[src/ice_bus_pkg.sv]
package ice_bus_pkg;

	// Character on the receive, transmit and master bus
	typedef logic [7:0] char_t;

	// Mailbox word with the end-of-frame flag in bit 8
	typedef logic [8:0] word_t;

	// Number of mailbox devices on the bus
	localparam int NUM_DEV = 2;

	// Words per mailbox ring buffer
	localparam int MBOX_DEPTH = 32;

	// Ring buffer pointer or read offset from the tail
	typedef logic [$clog2(MBOX_DEPTH)-1:0] ptr_t;

	// Device k answers to DEV_BASE_ADDR + k
	localparam char_t DEV_BASE_ADDR = 8'h10;

endpackage

[src/ice_ctrl_pkg.sv]
package ice_ctrl_pkg;

	typedef enum logic [2:0] {
		RX_IDLE,
		RX_ID,
		RX_LEN,
		RX_PYLD,
		RX_OVERFLOW
	} rx_state_t;

	typedef enum logic [2:0] {
		TX_IDLE,
		TX_GETLEN,
		TX_HEADER_PRE,
		TX_HEADER,
		TX_LEN,
		TX_PAYLOAD,
		TX_LATCH_TAIL
	} tx_state_t;

endpackage

[src/frame_rx.sv]
`timescale 1ns/10ps

module frame_rx (
	input  logic               clk,
	input  logic               rst,
	input  ice_bus_pkg::char_t rx_char,
	input  logic               rx_char_valid,
	input  logic               sl_overflow,
	output ice_bus_pkg::char_t ma_addr,
	output ice_bus_pkg::char_t ma_data,
	output logic               ma_frame_valid,
	output logic               ma_data_valid,
	output ice_bus_pkg::char_t evt_id,
	output logic               generate_nak
);
	import ice_bus_pkg::*;
	import ice_ctrl_pkg::*;

	rx_state_t state;
	rx_state_t next_state;
	char_t     payload_len;
	char_t     byte_cnt;
	logic      record_addr;
	logic      record_id;
	logic      load_len;
	logic      count_byte;

	// The master bus carries the live receive character
	assign ma_data = rx_char;

	always_comb begin
		next_state = state;
		record_addr = 1'b0;
		record_id = 1'b0;
		load_len = 1'b0;
		count_byte = 1'b0;
		ma_frame_valid = 1'b0;
		ma_data_valid = 1'b0;
		generate_nak = 1'b0;
		case (state)
			RX_IDLE: begin
				// First character of a frame is the device address
				ma_frame_valid = rx_char_valid;
				record_addr = rx_char_valid;
				if (rx_char_valid)
					next_state = RX_ID;
			end
			RX_ID: begin
				ma_frame_valid = 1'b1;
				ma_data_valid = rx_char_valid;
				record_id = rx_char_valid;
				if (rx_char_valid)
					next_state = RX_LEN;
			end
			RX_LEN: begin
				ma_frame_valid = 1'b1;
				ma_data_valid = rx_char_valid;
				load_len = rx_char_valid;
				if (rx_char_valid)
					next_state = (rx_char == 8'd0) ? RX_IDLE : RX_PYLD;
			end
			RX_PYLD: begin
				ma_frame_valid = 1'b1;
				ma_data_valid = rx_char_valid;
				count_byte = rx_char_valid;
				if (sl_overflow)
					next_state = RX_OVERFLOW;
				else if (rx_char_valid && (byte_cnt + 8'd1) == payload_len)
					next_state = RX_IDLE;
			end
			RX_OVERFLOW: begin
				// Frame dropped by a mailbox
				generate_nak = 1'b1;
				next_state = RX_IDLE;
			end
			default: next_state = RX_IDLE;
		endcase
	end

	always_ff @(posedge clk) begin
		if (rst) begin
			state <= RX_IDLE;
			byte_cnt <= '0;
		end else begin
			state <= next_state;
			if (load_len)
				byte_cnt <= '0;
			else if (count_byte)
				byte_cnt <= byte_cnt + 8'd1;
		end
	end

	always_ff @(posedge clk) begin
		if (record_addr)
			ma_addr <= rx_char;
		if (record_id)
			evt_id <= rx_char;
		if (load_len)
			payload_len <= rx_char;
	end

	// One NAK trigger per discarded frame
	assert property (@(posedge clk) disable iff (rst) generate_nak |=> !generate_nak);

endmodule

[src/frame_mailbox.sv]
`timescale 1ns/10ps

module frame_mailbox #(
	parameter ice_bus_pkg::char_t DEV_ADDR = ice_bus_pkg::DEV_BASE_ADDR
) (
	input  logic               clk,
	input  logic               rst,
	input  ice_bus_pkg::char_t ma_addr,
	input  ice_bus_pkg::char_t ma_data,
	input  logic               ma_frame_valid,
	input  logic               ma_data_valid,
	input  ice_bus_pkg::ptr_t  rd_offset,
	input  logic               sl_grant,
	input  logic               sl_latch_tail,
	output ice_bus_pkg::word_t sl_data,
	output logic               sl_arb_request,
	output logic               sl_overflow
);
	import ice_bus_pkg::*;

	word_t      mem [MBOX_DEPTH];
	ptr_t       head;
	ptr_t       tail;
	ptr_t       frame_start;
	ptr_t       gap;
	ptr_t       rd_addr;
	char_t      pending;
	logic [1:0] field;
	logic       active;
	logic       id_push;
	logic       pyld_push;
	logic       room_short;
	logic       commit;
	logic       wr_en;
	word_t      wr_word;

	// Free distance from head to tail, zero when the buffer is empty
	assign gap = tail - head;
	// Each push must leave a slot for the deferred last word
	assign room_short = (gap == ptr_t'(1)) || (gap == ptr_t'(2));

	// Field 0 is the event id, 1 the length, 2 the payload
	assign id_push = ma_frame_valid && ma_data_valid && field == 2'd0 && ma_addr == DEV_ADDR;
	assign pyld_push = active && ma_frame_valid && ma_data_valid && field == 2'd2;
	assign commit = active && !ma_frame_valid;

	assign sl_overflow = (id_push || pyld_push) && room_short;
	assign sl_arb_request = frame_start != tail;
	assign rd_addr = tail + rd_offset;

	always_comb begin
		wr_en = 1'b0;
		wr_word = {1'b0, pending};
		if (id_push) begin
			// Address word goes in as the event id arrives
			wr_en = !room_short;
			wr_word = {1'b0, ma_addr};
		end else if (pyld_push) begin
			wr_en = !room_short;
		end else if (commit) begin
			wr_en = 1'b1;
			wr_word = {1'b1, pending};
		end
	end

	always_ff @(posedge clk) begin
		if (wr_en)
			mem[head] <= wr_word;
		if ((id_push || pyld_push) && !room_short)
			pending <= ma_data;
		sl_data <= mem[rd_addr];
	end

	always_ff @(posedge clk) begin
		if (rst) begin
			head <= '0;
			tail <= '0;
			frame_start <= '0;
			field <= '0;
			active <= 1'b0;
		end else begin
			if (!ma_frame_valid)
				field <= '0;
			else if (ma_data_valid && field != 2'd2)
				field <= field + 2'd1;

			if (wr_en)
				head <= head + 1'b1;
			if (id_push && !room_short)
				active <= 1'b1;
			if (pyld_push && room_short) begin
				// Drop the partial frame
				active <= 1'b0;
				head <= frame_start;
			end
			if (commit) begin
				active <= 1'b0;
				frame_start <= head + 1'b1;
			end

			if (sl_grant && sl_latch_tail)
				tail <= tail + rd_offset;
		end
	end

endmodule

[src/priority_select.sv]
`timescale 1ns/10ps

module priority_select (
	input  logic                           clk,
	input  logic                           rst,
	input  logic [ice_bus_pkg::NUM_DEV-1:0] requests,
	input  logic                           release_grant,
	output logic [ice_bus_pkg::NUM_DEV-1:0] grants,
	output logic                           granted
);
	import ice_bus_pkg::*;

	logic [NUM_DEV-1:0] pick;

	// Lowest index wins
	always_comb begin
		pick = '0;
		for (int i = NUM_DEV - 1; i >= 0; i--) begin
			if (requests[i]) begin
				pick = '0;
				pick[i] = 1'b1;
			end
		end
	end

	always_ff @(posedge clk) begin
		if (rst) begin
			grants <= '0;
			granted <= 1'b0;
		end else if (granted) begin
			if (release_grant) begin
				grants <= '0;
				granted <= 1'b0;
			end
		end else if (|requests) begin
			grants <= pick;
			granted <= 1'b1;
		end
	end

	assert property (@(posedge clk) disable iff (rst)
		$onehot0(grants) && (granted == |grants));

endmodule

[src/frame_tx.sv]
`timescale 1ns/10ps

module frame_tx (
	input  logic                                         clk,
	input  logic                                         rst,
	input  logic                                         granted,
	input  logic [ice_bus_pkg::NUM_DEV-1:0]               sl_arb_grant,
	input  ice_bus_pkg::word_t [ice_bus_pkg::NUM_DEV-1:0] sl_data_all,
	output ice_bus_pkg::ptr_t                            rd_offset,
	output logic                                         sl_latch_tail,
	output ice_bus_pkg::char_t                           tx_char,
	output logic                                         tx_char_valid,
	input  logic                                         tx_char_ready
);
	import ice_bus_pkg::*;
	import ice_ctrl_pkg::*;

	tx_state_t state;
	tx_state_t next_state;
	ptr_t      offset;
	char_t     len_save;
	logic      save_len;
	logic      send_len;
	word_t     cur_word;

	// Word from the granted mailbox only
	always_comb begin
		cur_word = '0;
		for (int i = 0; i < NUM_DEV; i++) begin
			if (sl_arb_grant[i])
				cur_word = cur_word | sl_data_all[i];
		end
	end

	assign tx_char = send_len ? len_save : cur_word[7:0];

	// rd_offset is the next offset so read data lines up with offset
	always_comb begin
		next_state = state;
		rd_offset = offset;
		save_len = 1'b0;
		send_len = 1'b0;
		tx_char_valid = 1'b0;
		sl_latch_tail = 1'b0;
		case (state)
			TX_IDLE: begin
				rd_offset = '0;
				if (granted)
					next_state = TX_GETLEN;
			end
			TX_GETLEN: begin
				if (cur_word[8]) begin
					save_len = 1'b1;
					rd_offset = '0;
					next_state = TX_HEADER_PRE;
				end else begin
					rd_offset = offset + 1'b1;
				end
			end
			TX_HEADER_PRE: begin
				rd_offset = '0;
				next_state = TX_HEADER;
			end
			TX_HEADER: begin
				tx_char_valid = tx_char_ready;
				if (tx_char_ready) begin
					rd_offset = offset + 1'b1;
					if (offset == ptr_t'(1))
						next_state = TX_LEN;
				end
			end
			TX_LEN: begin
				send_len = 1'b1;
				tx_char_valid = tx_char_ready;
				if (tx_char_ready)
					next_state = (len_save == '0) ? TX_LATCH_TAIL : TX_PAYLOAD;
			end
			TX_PAYLOAD: begin
				tx_char_valid = tx_char_ready;
				if (tx_char_ready) begin
					rd_offset = offset + 1'b1;
					if (cur_word[8])
						next_state = TX_LATCH_TAIL;
				end
			end
			TX_LATCH_TAIL: begin
				// Offset now holds the word count of the frame
				sl_latch_tail = 1'b1;
				next_state = TX_IDLE;
			end
			default: next_state = TX_IDLE;
		endcase
	end

	always_ff @(posedge clk) begin
		if (rst) begin
			state <= TX_IDLE;
			offset <= '0;
		end else begin
			state <= next_state;
			offset <= rd_offset;
		end
	end

	// Flag at word f gives f - 1 payload bytes
	always_ff @(posedge clk) begin
		if (save_len)
			len_save <= char_t'(offset) - 8'd1;
	end

	assert property (@(posedge clk) disable iff (rst)
		tx_char_valid |-> tx_char_ready && granted);

endmodule

[src/ice_bus_top.sv]
`timescale 1ns/10ps

module ice_bus_top (
	input  logic               clk,
	input  logic               rst,
	input  ice_bus_pkg::char_t rx_char,
	input  logic               rx_char_valid,
	output ice_bus_pkg::char_t tx_char,
	output logic               tx_char_valid,
	input  logic               tx_char_ready,
	output logic               generate_nak,
	output ice_bus_pkg::char_t evt_id
);
	import ice_bus_pkg::*;

	char_t                ma_addr;
	char_t                ma_data;
	logic                 ma_frame_valid;
	logic                 ma_data_valid;
	logic                 sl_overflow;
	logic [NUM_DEV-1:0]   ovf_vec;
	logic [NUM_DEV-1:0]   sl_arb_request;
	logic [NUM_DEV-1:0]   sl_arb_grant;
	logic                 granted;
	ptr_t                 rd_offset;
	logic                 sl_latch_tail;
	word_t [NUM_DEV-1:0]  sl_data_all;

	assign sl_overflow = |ovf_vec;

	frame_rx u_rx (
		.clk            (clk),
		.rst            (rst),
		.rx_char        (rx_char),
		.rx_char_valid  (rx_char_valid),
		.sl_overflow    (sl_overflow),
		.ma_addr        (ma_addr),
		.ma_data        (ma_data),
		.ma_frame_valid (ma_frame_valid),
		.ma_data_valid  (ma_data_valid),
		.evt_id         (evt_id),
		.generate_nak   (generate_nak)
	);

	for (genvar i = 0; i < NUM_DEV; i++) begin : g_mbox
		frame_mailbox #(
			.DEV_ADDR (char_t'(DEV_BASE_ADDR + i))
		) u_mbox (
			.clk            (clk),
			.rst            (rst),
			.ma_addr        (ma_addr),
			.ma_data        (ma_data),
			.ma_frame_valid (ma_frame_valid),
			.ma_data_valid  (ma_data_valid),
			.rd_offset      (rd_offset),
			.sl_grant       (sl_arb_grant[i]),
			.sl_latch_tail  (sl_latch_tail),
			.sl_data        (sl_data_all[i]),
			.sl_arb_request (sl_arb_request[i]),
			.sl_overflow    (ovf_vec[i])
		);
	end

	priority_select u_arb (
		.clk           (clk),
		.rst           (rst),
		.requests      (sl_arb_request),
		.release_grant (sl_latch_tail),
		.grants        (sl_arb_grant),
		.granted       (granted)
	);

	frame_tx u_tx (
		.clk           (clk),
		.rst           (rst),
		.granted       (granted),
		.sl_arb_grant  (sl_arb_grant),
		.sl_data_all   (sl_data_all),
		.rd_offset     (rd_offset),
		.sl_latch_tail (sl_latch_tail),
		.tx_char       (tx_char),
		.tx_char_valid (tx_char_valid),
		.tx_char_ready (tx_char_ready)
	);

endmodule

[config.mk]
export PLATFORM = sky130hd
export DESIGN_NAME = ice_bus_top
export DESIGN_NICKNAME = d
export VERILOG_FILES = /design/src/ice_bus_pkg.sv /design/src/ice_ctrl_pkg.sv /design/src/frame_rx.sv /design/src/frame_mailbox.sv /design/src/priority_select.sv /design/src/frame_tx.sv /design/src/ice_bus_top.sv
export SDC_FILE = /design/constraint.sdc
export NUM_CORES = 1
export LEC_CHECK = 0
export BUFFER_PORTS_ARGS = -buffer_cell sky130_fd_sc_hd__buf_2
export CORE_MARGIN = 2
export CORE_UTILIZATION = 45
export CTS_CLUSTER_DIAMETER = 200
export DETAILED_ROUTE_END_ITERATION = 12
export PLACE_DENSITY = 0.56
export SLEW_MARGIN = 15
export SYNTH_ARGS = -nofsm -noshare
export SYNTH_HDL_FRONTEND = slang
export SYNTH_SLANG_ARGS = --single-unit
[constraint.sdc]
create_clock -name clk -period 6.2 [get_ports clk]
set_clock_uncertainty 0.05 [all_clocks]
set_input_delay 1.24 -clock clk [delete_from_list [all_inputs] [get_ports clk]]
set_output_delay 1.24 -clock clk [all_outputs]
set_load 0.1 [all_outputs]
Word-level counts from Yosys, hierarchy flattened
Memory sizes are Yosys's and may differ from the RTL's. A register that Yosys moved wholly into a read port is not among the register bits.
Cells that the tools add are included.

storage, ports and cells
  flip-flop bits (word level) = 106
  memory bits (writable) = 576
  input port bits = 12
  output and inout port bits = 18
  logic and storage cells = 190
  memories kept = 2

memories
  name                  words  width  rd ports  clocked after memory_dff  write ports  line                 source
  g_mbox[0].u_mbox.mem  32     9      1         1                         1            frame_mailbox.sv:21  word_t mem [MBOX_DEPTH];
  g_mbox[1].u_mbox.mem  32     9      1         1                         1            frame_mailbox.sv:21

operators by class
  add/subtract/negate cells = 11
  eq/ne operators = 36
  multiplexer cells = 62
  bitwise gates (word level) = 2
  reductions and logical operators = 55

operators with widths
  kind                 count
  $mux 9               8
  $mux 3               12
  $mux 5               6
  $logic_and 1x1->1    26
  $mux 1               24
  $ne 2x2->1 const B   10
  $pmux 3 s6           1
  $eq 8x5->1 const B   2
  $logic_not 8->1      2
  $add 5x1->5 const B  3
  $eq 5x1->1 const B   3
  $pmux 5 s3           1
  $mux 2               7
  $eq 3x2->1 const B   4
  $eq 3x3->1 const B   4
  $pmux 3 s4           1
  $reduce_or 2->1      6
  $reduce_or 3->1      4
  $add 5x5->5          2
  $eq 5x2->1 const B   2
  $ne 5x5->1           2
  $sub 5x5->5          2
  $or 9x9->9           1
  $add 8x1->8 const B  1
  18 further kinds     32

Longest topological paths before layout
  depth in word-level cells = 11
  mapped depth = 16
  gate-level depth less buffers = 15

By module
A second synthesis with hierarchy kept.

second synthesis, totals
  cell total of the unflattened synthesis = 1536
  area, all modules = 28516.1 µm²

modules (own cells, without submodules)
  module                            instances  cells each  area an instance (µm²)  sequential area each (µm²)
  frame_mailbox (g_mbox[0].u_mbox)  1          639         12873.6                 9429.0
  frame_mailbox (g_mbox[1].u_mbox)  1          638         12867.3                 9429.0
  frame_rx                          1          131         1611.5                  940.9
  frame_tx                          1          114         1004.7                  340.3
  priority_select                   1          13          152.6                   60.1
  ice_bus_top                       1          1           6.3                     0.0

Worst setup path after synthesis
OpenSTA, ideal clock, no wires.

  path kind = reg2out
  from = register u_tx.state[1]
  to = output tx_char[0]
  arrival = 3.126 ns
  required time = 4.910 ns
  setup slack = 1.784 ns
  cell stages (with the launch flop) = 5
  path buffers = 2
  path through = dfxtp_1 > clkbuf_1 > nor3b_1 > clkbuf_1 > o21ai_0

on the way
  cells in the longest elaborated chain, start to end = 3

RTL lines
  what                      line              source
  start: declaration        frame_tx.sv:18    tx_state_t state;
  start signal: assignment  frame_tx.sv:100   state <= next_state;
  $eq 3x3->1                frame_tx.sv:45    case (state)
  $mux 1                    frame_tx.sv:45
  $mux 8                    frame_tx.sv:35    assign tx_char = send_len ? len_save : cur_word[7:0];
  end: declaration          ice_bus_top.sv:8  output ice_bus_pkg::char_t tx_char,

No other way between the ends.

Final worst setup path
  from = input tx_char_ready
  to = register g_mbox[1].u_mbox.sl_data[5] (read register of g_mbox[1].u_mbox.mem)

on the way
  cells in the longest elaborated chain, start to end = 3

RTL lines
  what                                     line                            source
  start: declaration                       ice_bus_top.sv:10               input logic tx_char_ready,
  $mux 5                                   frame_tx.sv:66, frame_tx.sv:80
  $pmux 5 s3                               frame_tx.sv:45
  named net g_mbox[0].u_mbox.rd_offset[0]  frame_mailbox.sv:12             input ice_bus_pkg::ptr_t rd_offset,
  $add 5x5->5                              frame_mailbox.sv:49             assign rd_addr = tail + rd_offset;
  end: declaration                         frame_mailbox.sv:15             output ice_bus_pkg::word_t sl_data,

The timed path passes the listed nets, and every way through them passes these cells.
A chain may end at the register's enable or synchronous reset.

==> impl_metrics.py <==
metrics = {
    "status": {
        "outcome": "finished clean",
    },
    "synthesis": {
        "synthFlopType": "edfxtp_1",
        "ys_ff_latch": 698,
        "synth_edf_count": 622,
        "synthesis.nets": 1686,
        "syn-cell-area_mm2": 0.0285,
        "synthArstFlopShare_pct": 0,
        "ys.warnings.count": 0,
        "syn_avg_cell_area_um2": 17.4,
        "ys_seq_area_share_pct": 71.0,
        "syn_inst": 1638,
        "synth.distinct_cells": 62,
    },
    "die": {
        "core_mm2": 0.0627,
        "die_h_um": 255,
        "row_count": 92,
        "design.die.area_mm2": 0.0653,
        "die_x_um": 255,
        "initial_core_util_pct": 45.4,
        "io-pin-count": 30,
    },
    "clock_network": {
        "path_clk_slew_ns": 0.06,
        "cts-root-buf": "clkbuf_16",
        "cts_setup_buffers": 0,
        "cts_sinks": 698,
        "cts_inserted_buffers": 75,
        "cts_resized": 0,
        "cts_tree": "done",
        "hold_buffers": 0,
        "cts_max_level": 3,
        "ctsLongestPathBuffers": 3,
        "clk_latency_ns": 0.62,
    },
    "power": {
        "totalPowerFinal_mw": 10.3,
        "cellPowerDensity_mw_per_mm2": 320,
        "peakVddDrop_mv": 0.234,
        "p_leak_nw": 10.6,
    },
    "timing": {
        "whs_ns": 0.442,
        "worstMarginPinSlew_ns": 1.13,
        "setup_tns_ns": 0,
        "setup_slack_ns": 1.26,
        "setup_viol": 0,
        "period_minus_slack_ns": 4.94,
        "fmax_mhz": 202,
        "slew_violations": 0,
        "slew-limit-headroom_pct": 23.8,
        "rsz0062_at_grt": "no",
        "hold_viol_final": 0,
        "fin_crit_sh_pct": 79.7,
    },
    "hold_path": {
        "hold_path_class": "flip-flop to flip-flop",
        "worstHoldEndpoint": "g_mbox[0].u_mbox.head[3]$_SDFFE_PP0P_",
        "hp-start": "g_mbox[0].u_mbox.frame_start[3]$_SDFFE_PP0P_",
        "hold_path_depth": 2,
    },
    "worst_setup_path": {
        "crit_type": "primary input to flip-flop",
        "path_delay_family": "compound AO/OA/AOI/OAI gates",
        "cp_max_fo": 29,
        "reg2regPathDepth": 12,
        "crit_cells": 13,
        "timing.rr.end": "g_mbox[1].u_mbox.sl_data[5]$_DFF_P_",
        "r2r_slack_ns": 1.27,
        "cp.required_ns": 6.61,
        "start_kind": "primary input",
        "slowest_stage": "fa_4",
        "r2r-start": "u_arb.grants[1]$_SDFFE_PP0P_",
        "critPathCaptureType": "flip-flop",
        "crit_arrival_ns": 5.35,
        "crit_chain": "buf_2 -> inv_1 -> o21ai_0 -> o311ai_0 -> o21ai_0 -> ha_4 -> inv_1 -> fa_4 -> buf_12 -> mux4_2 -> mux2_2 -> o211ai_1 -> o21ai_2",
        "path_buf_inv": 4,
        "max_stage_delay_ns": 1.13,
    },
    "drt": {
        "vias": 14500,
        "ant_nets": 0,
        "viasPerCell": 5.55,
        "routedWlPerCell_um": 24.0,
        "route.detailed.drc": 0,
        "drt_pass1_iterations": 7,
        "wl_um": 62500,
        "drt-initial-drc-count": 1107,
    },
    "global_routing": {
        "grt_max_degree": 52,
        "overflow": 0,
        "grt_antenna_before_repair": 0,
        "grt_usage_pct": 19.3,
        "grt_pass1_vias": 14600,
        "grt_pass1_wl_um": 94300,
    },
    "layout": {
        "syn2layout_area_growth_pct": 13.2,
        "stdcell_count": 2611,
        "layout_common_cells": "edfxtp_1, nor2_1, mux4_2",
        "final_common_cell": "edfxtp_1",
        "drive_gt1_share_pct": 23.1,
        "antennaDiodeCount": 0,
        "final_nets": 1754,
    },
    "placement": {
        "place_ws_ns": 0.598,
        "dp_hpwl_um": 39100,
        "numPortBuffers": 29,
        "dpl.cell_count": 2475,
        "place_congestion": 0.757,
    },
    "run": {
        "drv_cap": 0,
    },
}
==> layer usage <==
| metal | routed length [um] | vias up | track usage (%) | share of wire [%] |
|---|---|---|---|---|
| met3 | 3180 | 81 | 3.32 | 5.1 |
| met5 | 0 | - | 0 | 0 |
| met1 | 29500 | 7517 | 29.3 | 47 |
| li1 | - | 6565 | - | - |
| met2 | 28800 | 335 | 29.2 | 46 |
| met4 | 1060 | 0 | 4.94 | 1.7 |
==> worst max path at each step <==
stage | end | from
after floorplan | tx_char[0] | u_tx.state[1]$_SDFFE_PP0P_
final | g_mbox[1].u_mbox.sl_data[5]$_DFF_P_ | tx_char_ready
after global placement | g_mbox[1].u_mbox.sl_data[5]$_DFF_P_ | tx_char_ready
after CTS | g_mbox[1].u_mbox.sl_data[5]$_DFF_P_ | u_arb.grants[0]$_SDFFE_PP0P_
after detailed placement | g_mbox[1].u_mbox.sl_data[5]$_DFF_P_ | tx_char_ready
after global routing | g_mbox[1].u_mbox.sl_data[5]$_DFF_P_ | u_arb.grants[0]$_SDFFE_PP0P_
==> per-stage QoR <==
step	area [um2]	utilization (%)
2_1_floorplan	28500	-
3_3_place_gp	29800	47.5
3_5_place_dp	29800	47.5
4_1_cts	32200	51.3
5_1_grt	32200	51.3
6_report	32200	51.3
==> sequential cells by signal, summed over array words and instances (netlist names), 5 cells and up <==
register                   flops
g_mbox.u_mbox.sl_data         18
g_mbox.u_mbox.mem            576
u_tx.len_save                  6
u_rx.ma_addr                   8
g_mbox.u_mbox.frame_start     10
g_mbox.u_mbox.tail            10
u_rx.payload_len               8
u_rx.evt_id                    8
u_rx.byte_cnt                  8
u_tx.offset                    5
g_mbox.u_mbox.head            10
g_mbox.u_mbox.pending         16
==> tightest hold or removal path, stage by stage, from the launching register on <==
cell     delay (ns)
dfxtp_1        0.33
nand2_1        0.06
a21oi_1        0.06
==> Yosys cell counts (5+ instances only) <==
| cell | instances | area [um2] |
|---|---|---|
| edfxtp_1 | 622 | 18700 |
| mux4_2 | 144 | 3240 |
| nor2_1 | 144 | 541 |
| dfxtp_1 | 76 | 1520 |
| nand2_1 | 76 | 285 |
| a21oi_1 | 65 | 325 |
| clkbuf_1 | 43 | 161 |
| xnor2_1 | 41 | 359 |
| mux2i_1 | 40 | 400 |
| mux2_2 | 36 | 405 |
| ha_1 | 32 | 400 |
| inv_1 | 32 | 120 |
| nand3_1 | 31 | 155 |
| o21ai_0 | 24 | 120 |
| buf_2 | 21 | 105 |
| nor2b_1 | 21 | 131 |
| o211ai_1 | 18 | 135 |
| o21ai_2 | 18 | 158 |
| nor3_1 | 17 | 85.1 |
| or3_1 | 14 | 87.6 |
| xor2_1 | 12 | 105 |
| nand2b_1 | 10 | 62.6 |
| a211oi_1 | 8 | 60.1 |
| a22oi_1 | 7 | 52.6 |
| or2_2 | 6 | 37.5 |
| a21o_1 | 5 | 37.5 |
| buf_1 | 5 | 18.8 |
| nand4_1 | 5 | 31.3 |
==> where the power goes <==
group / switching, mW / internal, mW / total [mW]
clock: 1.82 / 2.53 / 4.35
sequential: 0.0360 / 5.09 / 5.12
combinational: 0.394 / 0.429 / 0.823
total: 2.25 / 8.04 / 10.3
==> area by class of cell <==
cell class / instances / area, um2
clock buffer: 99 / 2070
clock inverter: 37 / 325
fill: 5136 / 30500
inverter: 32 / 120
multi-input combinational: 837 / 7990
sequential: 698 / 20200
tap: 846 / 1060
timing repair buffer: 62 / 443
==> cell families after synthesis <==
group	after synthesis	synth area share (%)
flip-flops	698	71.0
AND/OR/NAND/NOR	349	5.64
AO/OA/AOI/OAI	177	4.20
XOR/XNOR	55	1.75
buffers and inverters	103	1.50
adder cells (fa/ha/maj)	36	1.69
multiplexers	220	14.2
No activity file was read; power rests on OpenSTA's default activity.
